### config.mk
export PLATFORM = sky130hd
export DESIGN_NAME = pagerank_vertex_unit
export DESIGN_NICKNAME = d
export VERILOG_FILES = /design/src/pagerank_pkg.sv /design/src/pagerank_vertex_unit.sv /design/src/rank_accumulator.sv /design/src/edge_counter.sv /design/src/vertex_sequencer.sv /design/src/vertex_job_fifo.sv
export VERILOG_INCLUDE_DIRS = /design/src
export SDC_FILE = /design/constraint.sdc
export NUM_CORES = 1
export LEC_CHECK = 0
export BUFFER_PORTS_ARGS = -buffer_cell sky130_fd_sc_hd__clkbuf_2
export CORE_MARGIN = 2
export CORE_UTILIZATION = 35
export CTS_BUF_LIST = sky130_fd_sc_hd__clkbuf_4 sky130_fd_sc_hd__clkbuf_8
export CTS_CLUSTER_SIZE = 25
export DETAILED_ROUTE_END_ITERATION = 7
export PLACE_DENSITY = 0.49
export SLEW_MARGIN = 20
export SYNTH_ARGS = -nofsm -noshare
export SYNTH_HDL_FRONTEND = slang
export SYNTH_HIERARCHICAL = 1
export SYNTH_SLANG_ARGS = --single-unit
export TNS_END_PERCENT = 20
### constraint.sdc
create_clock -name clock -period 4.3 [get_ports clock]
set_input_delay 0.215 -clock clock [delete_from_list [all_inputs] [get_ports clock]]
set_output_delay 0.215 -clock clock [all_outputs]
set_load 0.01 [all_outputs]
### src/pagerank_cfg.svh
////////////////////////////////////////////////////////////////////////////
// Fixed sizes for the PageRank vertex unit
// Include before any port or type that needs a width
////////////////////////////////////////////////////////////////////////////

`ifndef PAGERANK_CFG_SVH
`define PAGERANK_CFG_SVH

// Field widths
`define PR_VERTEX_W 16
`define PR_DEGREE_W 16
`define PR_RANK_W   32

// Completed vertex and accepted edge counters
`define PR_COUNT_W  32

// Vertex job queue entries
`define PR_JOB_DEPTH 8

`endif
### src/pagerank_pkg.sv
////////////////////////////////////////////////////////////////////////////
// Types shared by the vertex unit RTL and its testbench
////////////////////////////////////////////////////////////////////////////

`default_nettype none

`include "pagerank_cfg.svh"

package pagerank_pkg;

	// Job pushed into the queue, one per vertex
	typedef struct packed {
		logic                      valid;
		logic [`PR_VERTEX_W-1:0]   vertex_id;
		logic [`PR_DEGREE_W-1:0]   degree;
	} vertex_job_t;

	// One contribution from an incoming edge
	typedef struct packed {
		logic                      valid;
		logic [`PR_RANK_W-1:0]     value;
	} edge_data_t;

	// Result of one vertex
	typedef struct packed {
		logic                      valid;
		logic [`PR_VERTEX_W-1:0]   vertex_id;
		logic [`PR_RANK_W-1:0]     rank;
	} rank_write_t;

	typedef enum logic [1:0] {
		IDLE,
		LOAD,
		ACCUM,
		WRITE
	} seq_state_t;

endpackage

`default_nettype wire

### src/pagerank_vertex_unit.sv
////////////////////////////////////////////////////////////////////////////
// PageRank vertex unit top: job queue, FSM, edge counter and accumulator
////////////////////////////////////////////////////////////////////////////

`default_nettype none

`include "pagerank_cfg.svh"

module pagerank_vertex_unit (
	input  logic                      clock,
	input  logic                      rstn,
	input  logic                      enabled,
	input  pagerank_pkg::vertex_job_t vertex_job,
	input  pagerank_pkg::edge_data_t  edge_data,
	output logic                      edge_request,
	output logic                      vertex_job_request,
	output pagerank_pkg::rank_write_t rank_write,
	output logic [`PR_COUNT_W-1:0]    vertex_num_counter,
	output logic [`PR_COUNT_W-1:0]    edge_num_counter
);

	pagerank_pkg::vertex_job_t  head_job;
	pagerank_pkg::seq_state_t   state;
	logic                       job_empty;
	logic                       job_full;
	logic                       pop;
	logic                       start;
	logic                       accumulate;
	logic                       write_rank;
	logic                       degree_reached;
	logic                       edge_taken;

	// Contribution counts only while the FSM asks for edges
	assign edge_taken         = accumulate && edge_data.valid;
	assign edge_request       = accumulate;
	assign vertex_job_request = job_empty;

	vertex_job_fifo job_fifo (
		.clock  (clock),
		.rstn   (rstn),
		.enabled(enabled),
		.job_in (vertex_job),
		.pop    (pop),
		.job_out(head_job),
		.empty  (job_empty),
		.full   (job_full)
	);

	vertex_sequencer sequencer (
		.clock         (clock),
		.rstn          (rstn),
		.enabled       (enabled),
		.empty         (job_empty),
		.degree_reached(degree_reached),
		.pop           (pop),
		.start         (start),
		.accumulate    (accumulate),
		.write_rank    (write_rank),
		.state         (state)
	);

	edge_counter counter (
		.clock         (clock),
		.rstn          (rstn),
		.enabled       (enabled),
		.start         (start),
		.degree        (head_job.degree),
		.edge_taken    (edge_taken),
		.degree_reached(degree_reached)
	);

	rank_accumulator accumulator (
		.clock             (clock),
		.rstn              (rstn),
		.enabled           (enabled),
		.start             (start),
		.job               (head_job),
		.edge_taken        (edge_taken),
		.value             (edge_data.value),
		.write_rank        (write_rank),
		.rank_write        (rank_write),
		.vertex_num_counter(vertex_num_counter),
		.edge_num_counter  (edge_num_counter)
	);

endmodule

`default_nettype wire

### src/rank_accumulator.sv
////////////////////////////////////////////////////////////////////////////
// Rank sum of one vertex, the registered rank write and running counters
////////////////////////////////////////////////////////////////////////////

`default_nettype none

`include "pagerank_cfg.svh"

module rank_accumulator (
	input  logic                      clock,
	input  logic                      rstn,
	input  logic                      enabled,
	input  logic                      start,
	input  pagerank_pkg::vertex_job_t job,
	input  logic                      edge_taken,
	input  logic [`PR_RANK_W-1:0]     value,
	input  logic                      write_rank,
	output pagerank_pkg::rank_write_t rank_write,
	output logic [`PR_COUNT_W-1:0]    vertex_num_counter,
	output logic [`PR_COUNT_W-1:0]    edge_num_counter
);

	logic [`PR_VERTEX_W-1:0] vertex_id_q;
	logic [`PR_RANK_W-1:0]   rank_sum;
	logic                    rank_valid;
	logic [`PR_VERTEX_W-1:0] rank_vertex_id;
	logic [`PR_RANK_W-1:0]   rank_value;

	// Sum wraps at the rank width
	always_ff @(posedge clock) begin
		if (enabled) begin
			if (start) begin
				vertex_id_q <= job.vertex_id;
				rank_sum    <= '0;
			end else if (edge_taken) begin
				rank_sum <= rank_sum + value;
			end
			if (write_rank) begin
				rank_vertex_id <= vertex_id_q;
				rank_value     <= rank_sum;
			end
		end
	end

	always_ff @(posedge clock or negedge rstn) begin
		if (~rstn) begin
			rank_valid         <= 1'b0;
			vertex_num_counter <= '0;
			edge_num_counter   <= '0;
		end else if (enabled) begin
			rank_valid <= write_rank;
			if (write_rank)
				vertex_num_counter <= vertex_num_counter + 1'b1;
			if (edge_taken)
				edge_num_counter <= edge_num_counter + 1'b1;
		end
	end

	assign rank_write = '{valid: rank_valid, vertex_id: rank_vertex_id, rank: rank_value};

endmodule

`default_nettype wire

### src/edge_counter.sv
////////////////////////////////////////////////////////////////////////////
// Counts accepted edges of the current vertex against its degree
////////////////////////////////////////////////////////////////////////////

`default_nettype none

`include "pagerank_cfg.svh"

module edge_counter (
	input  logic                    clock,
	input  logic                    rstn,
	input  logic                    enabled,
	input  logic                    start,
	input  logic [`PR_DEGREE_W-1:0] degree,
	input  logic                    edge_taken,
	output logic                    degree_reached
);

	logic [`PR_DEGREE_W-1:0] degree_q;
	logic [`PR_DEGREE_W-1:0] count;

	always_ff @(posedge clock or negedge rstn) begin
		if (~rstn) begin
			degree_q <= '0;
			count    <= '0;
		end else if (enabled) begin
			if (start) begin
				degree_q <= degree;
				count    <= '0;
			end else if (edge_taken) begin
				count <= count + 1'b1;
			end
		end
	end

	// During start the latched degree is stale, so look at the incoming one
	assign degree_reached = start ? (degree == '0) : (count == degree_q);

endmodule

`default_nettype wire

### src/vertex_sequencer.sv
////////////////////////////////////////////////////////////////////////////
// Vertex FSM: takes the head job, runs its edges, then triggers the write
////////////////////////////////////////////////////////////////////////////

`default_nettype none

`include "pagerank_cfg.svh"

module vertex_sequencer (
	input  logic                     clock,
	input  logic                     rstn,
	input  logic                     enabled,
	input  logic                     empty,
	input  logic                     degree_reached,
	output logic                     pop,
	output logic                     start,
	output logic                     accumulate,
	output logic                     write_rank,
	output pagerank_pkg::seq_state_t state
);

	pagerank_pkg::seq_state_t next_state;

	////////////////////////////////////////////////////////////////////////////
	// Next state
	////////////////////////////////////////////////////////////////////////////

	always_comb begin
		next_state = state;
		case (state)
			pagerank_pkg::IDLE: begin
				if (!empty)
					next_state = pagerank_pkg::LOAD;
			end
			pagerank_pkg::LOAD: begin
				// Degree of zero skips the edge phase
				if (degree_reached)
					next_state = pagerank_pkg::WRITE;
				else
					next_state = pagerank_pkg::ACCUM;
			end
			pagerank_pkg::ACCUM: begin
				if (degree_reached)
					next_state = pagerank_pkg::WRITE;
			end
			pagerank_pkg::WRITE: begin
				next_state = pagerank_pkg::IDLE;
			end
			default: begin
				next_state = pagerank_pkg::IDLE;
			end
		endcase
	end

	always_ff @(posedge clock or negedge rstn) begin
		if (~rstn) begin
			state <= pagerank_pkg::IDLE;
		end else if (enabled) begin
			state <= next_state;
		end
	end

	////////////////////////////////////////////////////////////////////////////
	// Decoded controls
	////////////////////////////////////////////////////////////////////////////

	// Head leaves the queue at the end of LOAD, as it is captured
	assign pop        = (state == pagerank_pkg::LOAD);
	assign start      = (state == pagerank_pkg::LOAD);

	// No edge taken once the count has met the degree
	assign accumulate = (state == pagerank_pkg::ACCUM) && !degree_reached;
	assign write_rank = (state == pagerank_pkg::WRITE);

endmodule

`default_nettype wire

### src/vertex_job_fifo.sv
////////////////////////////////////////////////////////////////////////////
// Circular queue of vertex jobs, pushed on the valid bit of the job
// Head entry is visible without a pop; a push while full is lost
////////////////////////////////////////////////////////////////////////////

`default_nettype none

`include "pagerank_cfg.svh"

module vertex_job_fifo (
	input  logic                      clock,
	input  logic                      rstn,
	input  logic                      enabled,
	input  pagerank_pkg::vertex_job_t job_in,
	input  logic                      pop,
	output pagerank_pkg::vertex_job_t job_out,
	output logic                      empty,
	output logic                      full
);

	localparam int PTR_W = $clog2(`PR_JOB_DEPTH);

	pagerank_pkg::vertex_job_t mem [`PR_JOB_DEPTH];

	logic [PTR_W-1:0] wr_ptr;
	logic [PTR_W-1:0] rd_ptr;
	logic [PTR_W:0]   count;
	logic             push_ok;
	logic             pop_ok;

	assign push_ok = enabled && job_in.valid && !full;
	assign pop_ok  = enabled && pop && !empty;

	assign empty   = (count == '0);
	assign full    = (count == (PTR_W + 1)'(`PR_JOB_DEPTH));
	assign job_out = mem[rd_ptr];

	// Storage
	always_ff @(posedge clock) begin
		if (push_ok) begin
			mem[wr_ptr] <= job_in;
		end
	end

	// Pointers wrap at the last entry
	always_ff @(posedge clock or negedge rstn) begin
		if (~rstn) begin
			wr_ptr <= '0;
			rd_ptr <= '0;
			count  <= '0;
		end else begin
			if (push_ok) begin
				if (wr_ptr == PTR_W'(`PR_JOB_DEPTH - 1))
					wr_ptr <= '0;
				else
					wr_ptr <= wr_ptr + 1'b1;
			end
			if (pop_ok) begin
				if (rd_ptr == PTR_W'(`PR_JOB_DEPTH - 1))
					rd_ptr <= '0;
				else
					rd_ptr <= rd_ptr + 1'b1;
			end
			case ({push_ok, pop_ok})
				2'b10:   count <= count + 1'b1;
				2'b01:   count <= count - 1'b1;
				default: count <= count;
			endcase
		end
	end

endmodule

`default_nettype wire

==> results of run 1 <==
[registers in the layout (all words and copies together) (netlist names)]
register / flops
accumulator/rank_valid: 1
accumulator/rank_sum: 32
accumulator/vertex_id_q: 16
job_fifo/rd_ptr: 3
counter/degree_q: 16
job_fifo/count: 4
accumulator/edge_num_counter: 32
job_fifo/wr_ptr: 3
accumulator/vertex_num_counter: 32
job_fifo/mem: 256
accumulator/rank_value: 32
accumulator/rank_vertex_id: 16
sequencer/state: 2
counter/count: 16
[routing by layer]
| metal | vias to the layer above | wire length, um |
|---|---|---|
| li1 | 5501 | - |
| met3 | 53 | 2030 |
| met1 | 5823 | 21000 |
| met4 | 2 | 661 |
| met5 | - | 13 |
| met2 | 232 | 20800 |
[how the worst min path moves through the flow]
stage                      start                            endpoint  slack [ns]
CTS                      enabled                    counter/count[0]     0.00001
detailed placement          rstn  accumulator/vertex_num_counter[23]        0.38
finish              edge_data[1]             accumulator/rank_sum[1]        0.07
floorplan                   rstn     accumulator/edge_num_counter[0]       -0.08
global placement            rstn  accumulator/vertex_num_counter[23]        0.37
global route             enabled                    counter/count[2]        0.04
[layout make-up]
class / instances / area (um^2) / share of cell area (%)
Clock buffer: 106 / 1350 / 5.65
Timing Repair Buffer: 252 / 1540 / 6.42
Clock inverter: 48 / 372 / 1.55
Antenna cell: 1 / 2.50 / 0.0105
Tap cell: 756 / 946 / 3.95
Sequential cell: 461 / 13300 / 55.6
Multi-Input combinational cell: 748 / 6310 / 26.4
Inverter: 29 / 109 / 0.455
[repair_timing]
item | 4_1_cts | 5_1_grt
setup endpoints to repair | 0 | 13
resized for setup | 0 | 6
hold endpoints to repair | 320 | 0
hold buffers | 35 | 0
setup buffers | 0 | 5
[power groups by stage]
stage,Combinational [mW],Clock (mW),Sequential (mW)
2_1_floorplan,3.11,0,6.04
5_1_grt,4.66,4.61,6.12
6_report,4.21,4.24,6.04
3_3_place_gp,4.12,0,6.14
3_5_place_dp,4.16,0,6.16
4_1_cts,4.21,4.40,6.07
[worst min-delay path, stage by stage]
cell	delay, ns
clkbuf_2	0.12
fa_1	0.16
nor2b_1	0.11
[stage by stage]
stage               area [um^2]  hold slack [ns]
finish                    23900           0.0684
detailed placement        21800            0.375
global route              23900           0.0441
global placement          21800            0.368
floorplan                 19900          -0.0806
CTS                       23900        0.0000115
==> results.py, run 1 <==
metrics = {
    "status": {
        "status": "complete, no violations",
    },
    "flow_run": {
        "max_cap_viol_count": 0,
    },
    "timing": {
        "slew-limit-headroom_pct": 43.9,
        "finalSetupTns_ns": 0,
        "setup_ws_ns": 0.261,
        "rsz0062_at_grt": "no",
        "fin_crit_ns": 4.04,
        "finalSetupViolCount": 0,
        "fin_crit_sh_pct": 93.9,
        "skew_ns": 0.0278,
        "hold_viol": 0,
        "fmax_mhz": 248,
        "worst_pin_slew_ns": 0.839,
        "final_max_slew_viol_count": 0,
    },
    "placed_design": {
        "io_buffers": 183,
        "placed_cells": 2206,
        "dp_slack_ns": 0.133,
        "gp_congestion": 0.825,
        "hpwlAfterDp_um": 28600,
    },
    "cts": {
        "cts_root_buf": "clkbuf_8",
        "path_clk_slew_ns": 0.06,
        "cts_buffers": 84,
        "cts_tree": "done",
        "clock_sinks": 461,
        "htreeDepth": 3,
        "cts_buffer_depth": 3,
        "clkLatencyLatePin_ns": 0.65,
    },
    "synthesis": {
        "synth_area_um2": 19900,
        "ys_warn_count": 6,
        "syn-num-nets": 1397,
        "syn_area_per_cell_um2": 15.5,
        "syn_inst": 1280,
    },
    "final_layout": {
        "final_net_count": 1693,
        "drive_above_1_share_pct": 29.5,
        "syn_to_final_growth_pct": 20.3,
        "final_cells": 2401,
        "postLayoutCoreUtil_pct": 42.5,
        "num-fill-cells": 5235,
        "final_cell_mix": "352 x edfxtp_1, 182 x clkbuf_2, 121 x nand2_1, 106 x dfrtp_1, 89 x clkbuf_8",
        "layout_commonest_cell": "edfxtp_1",
    },
    "critical_path": {
        "crit_end": "accumulator/edge_num_counter[31]",
        "cp_num_buf_inv": 4,
        "worstPathRequired_ns": 4.82,
        "critPathKind": "reg2reg",
        "cp_max_fo": 7,
        "worstReg2RegEnd": "accumulator/edge_num_counter[31]",
        "reg2reg_slack_ns": 0.26,
        "endpoint_kind": "register",
        "cp_common_cell": "buf_4",
        "r2r_cells": 18,
        "cp_slowest_stage_delay_ns": 0.55,
        "crit_arrival_ns": 4.56,
        "worst-path-stages": 18,
        "worstReg2RegStart": "job_fifo/rd_ptr[0]",
        "path_cells": "clkbuf_4 -> buf_4 -> buf_4 -> mux4_2 -> mux2_4 -> nor4_1 -> nand4_1 -> o21ai_0 -> nand2b_4 -> inv_1 -> and2_1 -> nand2_2 -> nor3_2 -> nand3_2 -> nor2_4 -> and3_1 -> or3b_1 -> xnor2_1",
        "cp_top_family": "simple AND/OR/NAND/NOR gates",
        "crit_slowest_cell": "dfrtp_4",
        "worstSetupStartpoint": "job_fifo/rd_ptr[0]",
        "startpoint_type": "register",
    },
    "pwr": {
        "p_sw_mw": 4.54,
        "swShare_pct": 31.3,
        "cellInternalPower_mw": 9.95,
        "p_leak_nw": 9.22,
        "total_power_mw": 14.5,
        "p_comb_share_pct": 29.1,
        "clkPwrFrac_pct": 29.2,
        "powerDensity_nw_per_um2": 605,
        "seqPwrFrac_pct": 41.7,
        "irDropWorstVdd_mv": 0.238,
    },
    "global_route": {
        "track_usage_pct": 15.2,
        "antenna_found_initial": 2,
        "grt_pass1_wl_um": 69900,
        "met2_usage_pct": 24.5,
        "grt_start_max_net_pins": 63,
        "overflow": 0,
        "met1_usage_pct": 20.6,
        "grt_use_met3_pct": 3.41,
        "top_usage_layer": "met2",
        "grt_pass1_vias": 12000,
    },
    "route": {
        "vias_per_cell": 4.84,
        "drcViolationCount": 0,
        "wl_per_cell_um": 18.5,
        "final_antenna_net_count": 0,
        "drtPass1Iterations": 4,
        "vias": 11600,
        "wirelength_um": 44400,
        "drtIter0Drc": 630,
    },
    "floorplanning": {
        "fp-row-count": 87,
        "die_h_um": 242,
        "io_pins": 184,
        "die-width_um": 242,
        "die_area_um2": 58800,
        "core_area_um2": 56300,
        "initial_utilization_pct": 35.3,
    },
    "hold_path": {
        "hp-class": "in2reg",
        "hold_depth": 3,
    },
}
Note: power is estimated with default switching activity, not from simulation.
==> run 2: changes to the inputs <==
--- a/config.mk
+++ b/config.mk
@@ -16,6 +16,5 @@
 export SLEW_MARGIN = 20
 export SYNTH_ARGS = -nofsm -noshare
 export SYNTH_HDL_FRONTEND = slang
-export SYNTH_HIERARCHICAL = 1
 export SYNTH_SLANG_ARGS = --single-unit
 export TNS_END_PERCENT = 20
==> constraint.sdc (replaced) <==
create_clock -name clock -period 4 [get_ports clock]
set_input_delay 0.8 -clock clock [delete_from_list [all_inputs] [get_ports clock]]
set_output_delay 0.8 -clock clock [all_outputs]
set_load 0.01 [all_outputs]
==> run 2 against run 1 <==
Against the previous run: wire length up 0.54%; synthesized area down 1.3%; clock skew barely moved.
==> results.py, run 2 <==
metrics = {
    "final_layout": {
        "final_cell_mix": "352 x edfxtp_1, 181 x clkbuf_2, 106 x dfrtp_1, 99 x clkbuf_8, 75 x nand2_1",
        "drive_above_1_share_pct": 29.3,
        "layout_commonest_cell": "edfxtp_1",
        "top_register": "job_fifo.mem",
        "seqCellArea_um2": 13300,
        "final_net_count": 1660,
        "postLayoutCoreUtil_pct": 42.6,
        "largest_register_ffs": 256,
        "syn_to_final_growth_pct": 20.1,
        "multi_input_area_um2": 6080,
        "num-fill-cells": 5111,
    },
    "timing": {
        "fin_crit_sh_pct": 96.4,
        "setup_ws_ns": 0.144,
        "slew-limit-headroom_pct": 43.0,
        "hold_viol": 0,
        "fin_crit_ns": 3.86,
        "rsz0062_at_grt": "yes",
        "final_max_slew_viol_count": 0,
        "skew_ns": 0.0276,
        "worst_pin_slew_ns": 0.852,
        "finalSetupViolCount": 0,
        "fmax_mhz": 259,
    },
    "synthesis": {
        "syn-num-nets": 1391,
        "synth-edff-count": 352,
        "post-synth-top-count-cell": "edfxtp_1",
        "yosys-top-cells-area": "edfxtp_1 54%, dfrtp_1 14%, mux4_2 7.5%, ha_1 2.9%, xor2_1 2.5%",
        "synth_commonest_cells": "352 x edfxtp_1, 109 x dfrtp_1, 75 x nand2_1",
        "syn_inst": 1274,
        "ys_ff_latch": 461,
        "syn_area_per_cell_um2": 15.4,
        "synth.distinct_cells": 58,
        "synth_ff_type": "edfxtp_1",
        "synthArstFlopShare_pct": 23.6,
        "synth_area_um2": 19600,
        "ys_warn_count": 0,
        "yosysSeqAreaShare_pct": 67.7,
        "yosysTopAreaCellShare_pct": 53.9,
        "yosysTopAreaCell": "edfxtp_1",
    },
    "route": {
        "vias_per_cell": 4.88,
        "final_antenna_net_count": 0,
        "met3_length_um": 2310,
        "wl_met1_um": 20500,
        "vias": 11500,
        "wl_met2_um": 20800,
        "wirelength_um": 44700,
        "drtIter0Drc": 715,
        "drtPass1Iterations": 5,
        "drcViolationCount": 0,
        "wl_per_cell_um": 18.9,
        "routed.top_layer": "met5",
    },
    "critical_path": {
        "cp_num_buf_inv": 3,
        "crit_slowest_cell": "dfrtp_4",
        "path_cells": "buf_8 -> buf_4 -> mux4_2 -> mux2i_1 -> nand3_1 -> nor3_2 -> nand2_1 -> and2_4 -> buf_6",
        "critPathKind": "reg2out",
        "endpoint_kind": "output port",
        "cp_max_fo": 5,
        "crit_arrival_ns": 3.06,
        "worstPathRequired_ns": 3.20,
        "cp_top_family": "multiplexers",
        "cp_slowest_stage_delay_ns": 0.53,
        "startpoint_type": "register",
    },
    "global_route": {
        "overflow": 0,
        "antenna_found_initial": 3,
        "grt_start_max_net_pins": 63,
        "track_usage_pct": 15.7,
        "grt_pass1_vias": 11800,
        "grt_pass1_wl_um": 69300,
    },
    "cts": {
        "cts_tree": "done",
        "cts_hold_buffers": 0,
        "clkLatencyLatePin_ns": 0.66,
        "path_clk_slew_ns": 0.06,
        "cts_buffers": 85,
        "htreeDepth": 3,
        "cts_root_buf": "clkbuf_8",
        "clock_sinks": 461,
        "cts_buffer_depth": 3,
    },
    "placed_design": {
        "hpwlAfterDp_um": 28100,
        "io_buffers": 183,
        "dp_slack_ns": 0.294,
        "gp_congestion": 0.825,
    },
    "pwr": {
        "cellInternalPower_mw": 10.5,
        "powerDensity_nw_per_um2": 640,
        "total_power_mw": 15.1,
        "p_leak_nw": 9.07,
        "swShare_pct": 30.5,
        "p_comb_share_pct": 27.6,
        "irDropWorstVdd_mv": 0.345,
        "clkPwrFrac_pct": 29.8,
        "seqPwrFrac_pct": 42.6,
        "p_sw_mw": 4.61,
    },
    "floorplanning": {
        "core_area_um2": 55300,
        "die-width_um": 241,
        "initial_utilization_pct": 35.5,
        "fp-row-count": 86,
        "die_area_um2": 58000,
        "die_h_um": 241,
        "io_pins": 184,
    },
    "flow_run": {
        "max_cap_viol_count": 0,
    },
    "hold_path": {
        "hp-class": "in2async",
    },
    "status": {
        "status": "complete, no violations",
    },
}
run 2: area by class of cell:
type / count / share of cell area [%]
Tap cell: 748 / 3.97
Sequential cell: 461 / 56.5
Multi-Input combinational cell: 741 / 25.8
Timing Repair Buffer: 224 / 5.92
Antenna cell: 2 / 0.0212
Clock inverter: 22 / 0.541
Inverter: 30 / 0.478
Clock buffer: 131 / 6.80
run 2: path summary, 6_finish.rpt:
kind,start,end,slack [ns],cells past startpoint
setup / recovery,job_fifo.rd_ptr[0],edge_request,0.14,9
hold / removal,rstn,accumulator.vertex_num_counter[11],0.16,1
setup reg to reg,accumulator.rank_sum[13],accumulator.rank_sum[28],0.73,9
hold reg to reg,accumulator.vertex_id_q[14],accumulator.rank_vertex_id[14],0.41,0
max in group asynchronous,rstn,job_fifo.rd_ptr[1],3.03,2
min in group clock,accumulator.vertex_id_q[14],accumulator.rank_vertex_id[14],0.41,0
run 2: layer usage:
layer	track usage, %	vias to the layer above
met5	0	-
met4	5.33	4
met3	3.96	85
met2	24.6	256
met1	21.5	5749
li1	-	5426
run 2: repair_timing:
action / CTS / global route
buffers inserted: 3 / 11
pin swaps: 0 / 4
setup endpoints to repair: 1 / 1
gates cloned: 1 / 0
resized for setup: 5 / 8
run 2: metrics by stage:
stage / cells / instance area [um^2] / TNS, ns / hold slack, ns
floorplan: 1274 / 19600 / -1.02 / 0.400
global placement: 2189 / 21600 / 0 / 0.403
detailed placement: 2189 / 21600 / 0 / 0.405
CTS: 2346 / 23500 / 0 / 0.116
global route: 2359 / 23600 / -0.0520 / 0.178
finish: 2359 / 23600 / 0 / 0.162
run 2: kinds of logic after synthesis:
kind of cell,count (synthesis),synth area share [%]
simple gates,317,7.96
xor+xnor,111,4.95
buf+inv,72,1.54
compound gates,162,5.11
flops,461,67.7
fa+ha+maj,48,3.14
mux,103,9.56
run 2: power by group through the flow:
stage	Sequential [mW]	Clock [mW]	Combinational, mW
floorplan	6.41	0	2.86
CTS	6.46	4.68	4.11
finish	6.42	4.50	4.16
global placement	6.58	0	3.91
global route	6.50	4.89	4.62
detailed placement	6.59	0	3.92
==> run 3: changes to the inputs <==
--- a/config.mk
+++ b/config.mk
@@ -8,11 +8,12 @@
 export LEC_CHECK = 0
 export BUFFER_PORTS_ARGS = -buffer_cell sky130_fd_sc_hd__clkbuf_2
 export CORE_MARGIN = 2
-export CORE_UTILIZATION = 35
+export CORE_UTILIZATION = 60
 export CTS_BUF_LIST = sky130_fd_sc_hd__clkbuf_4 sky130_fd_sc_hd__clkbuf_8
 export CTS_CLUSTER_SIZE = 25
 export DETAILED_ROUTE_END_ITERATION = 7
-export PLACE_DENSITY = 0.49
+export PLACE_DENSITY = 0.78
+export REMOVE_ABC_BUFFERS = 1
 export SLEW_MARGIN = 20
 export SYNTH_ARGS = -nofsm -noshare
 export SYNTH_HDL_FRONTEND = slang
==> run 3 against run 2 <==
Against the previous run: global-route usage grew 7.5 points; critical path depth fell by 2; flip-flop and latch count stayed put; power down 4.5%; highest routed layer is now met4; largest power group unchanged.
==> results.py, run 3 (same netlist as run 2, synthesis figures left out) <==
metrics = {
    "final_layout": {
        "fin_area_um2": 22800,
        "largest_register_ffs": 256,
        "final_cell_mix": "352 x edfxtp_1, 182 x clkbuf_2, 106 x dfrtp_1, 83 x clkbuf_8, 75 x nand2_1",
        "final_net_count": 1636,
        "syn_to_final_growth_pct": 15.9,
        "layout_commonest_cell": "edfxtp_1",
        "drive_above_1_share_pct": 27.9,
        "top_register": "job_fifo.mem",
        "final_cells": 2020,
        "postLayoutCoreUtil_pct": 70.3,
    },
    "global_route": {
        "grt_start_max_net_pins": 58,
        "overflow": 0,
        "met2_usage_pct": 38.3,
        "grt_pass1_wl_um": 60800,
        "grt_use_met3_pct": 5.21,
        "track_usage_pct": 23.2,
        "top_usage_layer": "met2",
        "met1_usage_pct": 30.9,
        "grt_pass1_vias": 11500,
        "antenna_found_initial": 1,
    },
    "pwr": {
        "p_comb_share_pct": 27.5,
        "cellInternalPower_mw": 10.1,
        "p_sw_mw": 4.36,
        "swShare_pct": 30.2,
        "total_power_mw": 14.4,
        "irDropWorstVdd_mv": 0.437,
        "seqPwrFrac_pct": 44.7,
        "clkPwrFrac_pct": 27.8,
        "powerDensity_nw_per_um2": 633,
        "p_leak_nw": 8.85,
    },
    "timing": {
        "hold_viol": 0,
        "fin_crit_ns": 3.74,
        "worst_pin_slew_ns": 0.818,
        "rsz0062_at_grt": "no",
        "finalSetupViolCount": 0,
        "skew_ns": 0.0310,
        "fin_crit_sh_pct": 93.5,
        "finalSetupTns_ns": 0,
        "slew-limit-headroom_pct": 45.3,
        "final_max_slew_viol_count": 0,
        "fmax_mhz": 267,
    },
    "placed_design": {
        "place_area_um2": 21200,
        "io_buffers": 183,
        "placed_cells": 1882,
        "gp_congestion": 0.858,
        "hpwlAfterDp_um": 24400,
    },
    "critical_path": {
        "reg2reg_slack_ns": 0.79,
        "r2r_cells": 10,
        "startpoint_type": "register",
        "crit_arrival_ns": 2.94,
        "endpoint_kind": "output port",
        "critPathKind": "reg2out",
        "cp_max_fo": 18,
        "worstPathRequired_ns": 3.20,
    },
    "floorplanning": {
        "io_pins": 184,
        "die_h_um": 185,
        "die-width_um": 185,
        "core_area_um2": 32400,
        "initial_utilization_pct": 60.6,
        "die_area_um2": 34200,
        "fp-row-count": 66,
    },
    "flow_run": {
        "max_cap_viol_count": 0,
    },
    "route": {
        "wl_per_cell_um": 19.4,
        "final_antenna_net_count": 0,
        "drcViolationCount": 0,
        "vias_per_cell": 5.75,
        "vias": 11600,
        "drtIter0Drc": 1003,
        "wirelength_um": 39200,
        "drtPass1Iterations": 5,
    },
    "cts": {
        "htreeDepth": 3,
        "cts_hold_buffers": 0,
        "cts_buffer_depth": 3,
        "clkLatencyLatePin_ns": 0.61,
        "cts_root_buf": "clkbuf_8",
        "path_clk_slew_ns": 0.06,
        "cts_tree": "done",
        "clock_sinks": 461,
        "cts_buffers": 73,
    },
    "hold_path": {
        "hp-class": "in2async",
    },
    "status": {
        "status": "complete, no violations",
    },
}
[run 3: cell type report]
class,instances,area (um^2)
diodes,1,2.50
clock buffers,111,1350
inverters,30,113
flip-flops and latches,461,13300
clock inverters,22,145
well taps,442,553
fillers,2128,9620
repair buffers,212,1200
multi-input cells,741,6080
[run 3: final timing paths]
check,end,start
worst max-delay path,edge_request,job_fifo.rd_ptr[1]
worst min-delay path,accumulator.edge_num_counter[24],rstn
worst max register to register,accumulator.rank_sum[28],accumulator.rank_sum[0]
worst min register to register,accumulator.rank_vertex_id[15],accumulator.vertex_id_q[15]
max in group asynchronous,accumulator.vertex_num_counter[26],rstn
min in group clock,accumulator.rank_vertex_id[15],accumulator.vertex_id_q[15]
[run 3: what timing repair did]
item                                    4_1_cts  5_1_grt
endpoints found under the hold margin         0        0
endpoints found under the setup margin        1        1
setup buffers                                 4        0
cloned                                        0        0
gates resized for setup                       0        3
[run 3: critical path, stage by stage, from the launching register on]
cell,delay (ns)
dfrtp_4,0.61
mux4_2,0.55
mux2i_1,0.29
nand3_1,0.13
nor3_2,0.33
nand2_1,0.12
and2_4,0.17
clkbuf_2,0.14
[run 3: metrics by stage]
stage / hold slack (ns) / setup WS, ns
2_1_floorplan: 0.400 / -1.46
6_report: 0.259 / 0.259
3_5_place_dp: 0.405 / 0.342
4_1_cts: 0.246 / 0.0606
5_1_grt: 0.282 / 0.0618
3_3_place_gp: 0.403 / 0.438
[run 3: power groups by stage]
stage | registers (mW) | logic (mW) | clock network [mW]
after floorplan | 6.68 | 2.57 | 0
after global placement | 6.58 | 3.67 | 0
after detailed placement | 6.62 | 3.79 | 0
after CTS | 6.44 | 3.99 | 4.11
after global routing | 6.51 | 4.35 | 4.31
final | 6.44 | 3.96 | 4.01
[run 3: routing by layer]
layer	share of wire, %	wire, um	up-vias
met4	2.0	801	0
li1	-	-	5380
met2	49	19100	418
met3	7.1	2810	63
met1	42	16500	5756
met5	0	0	-
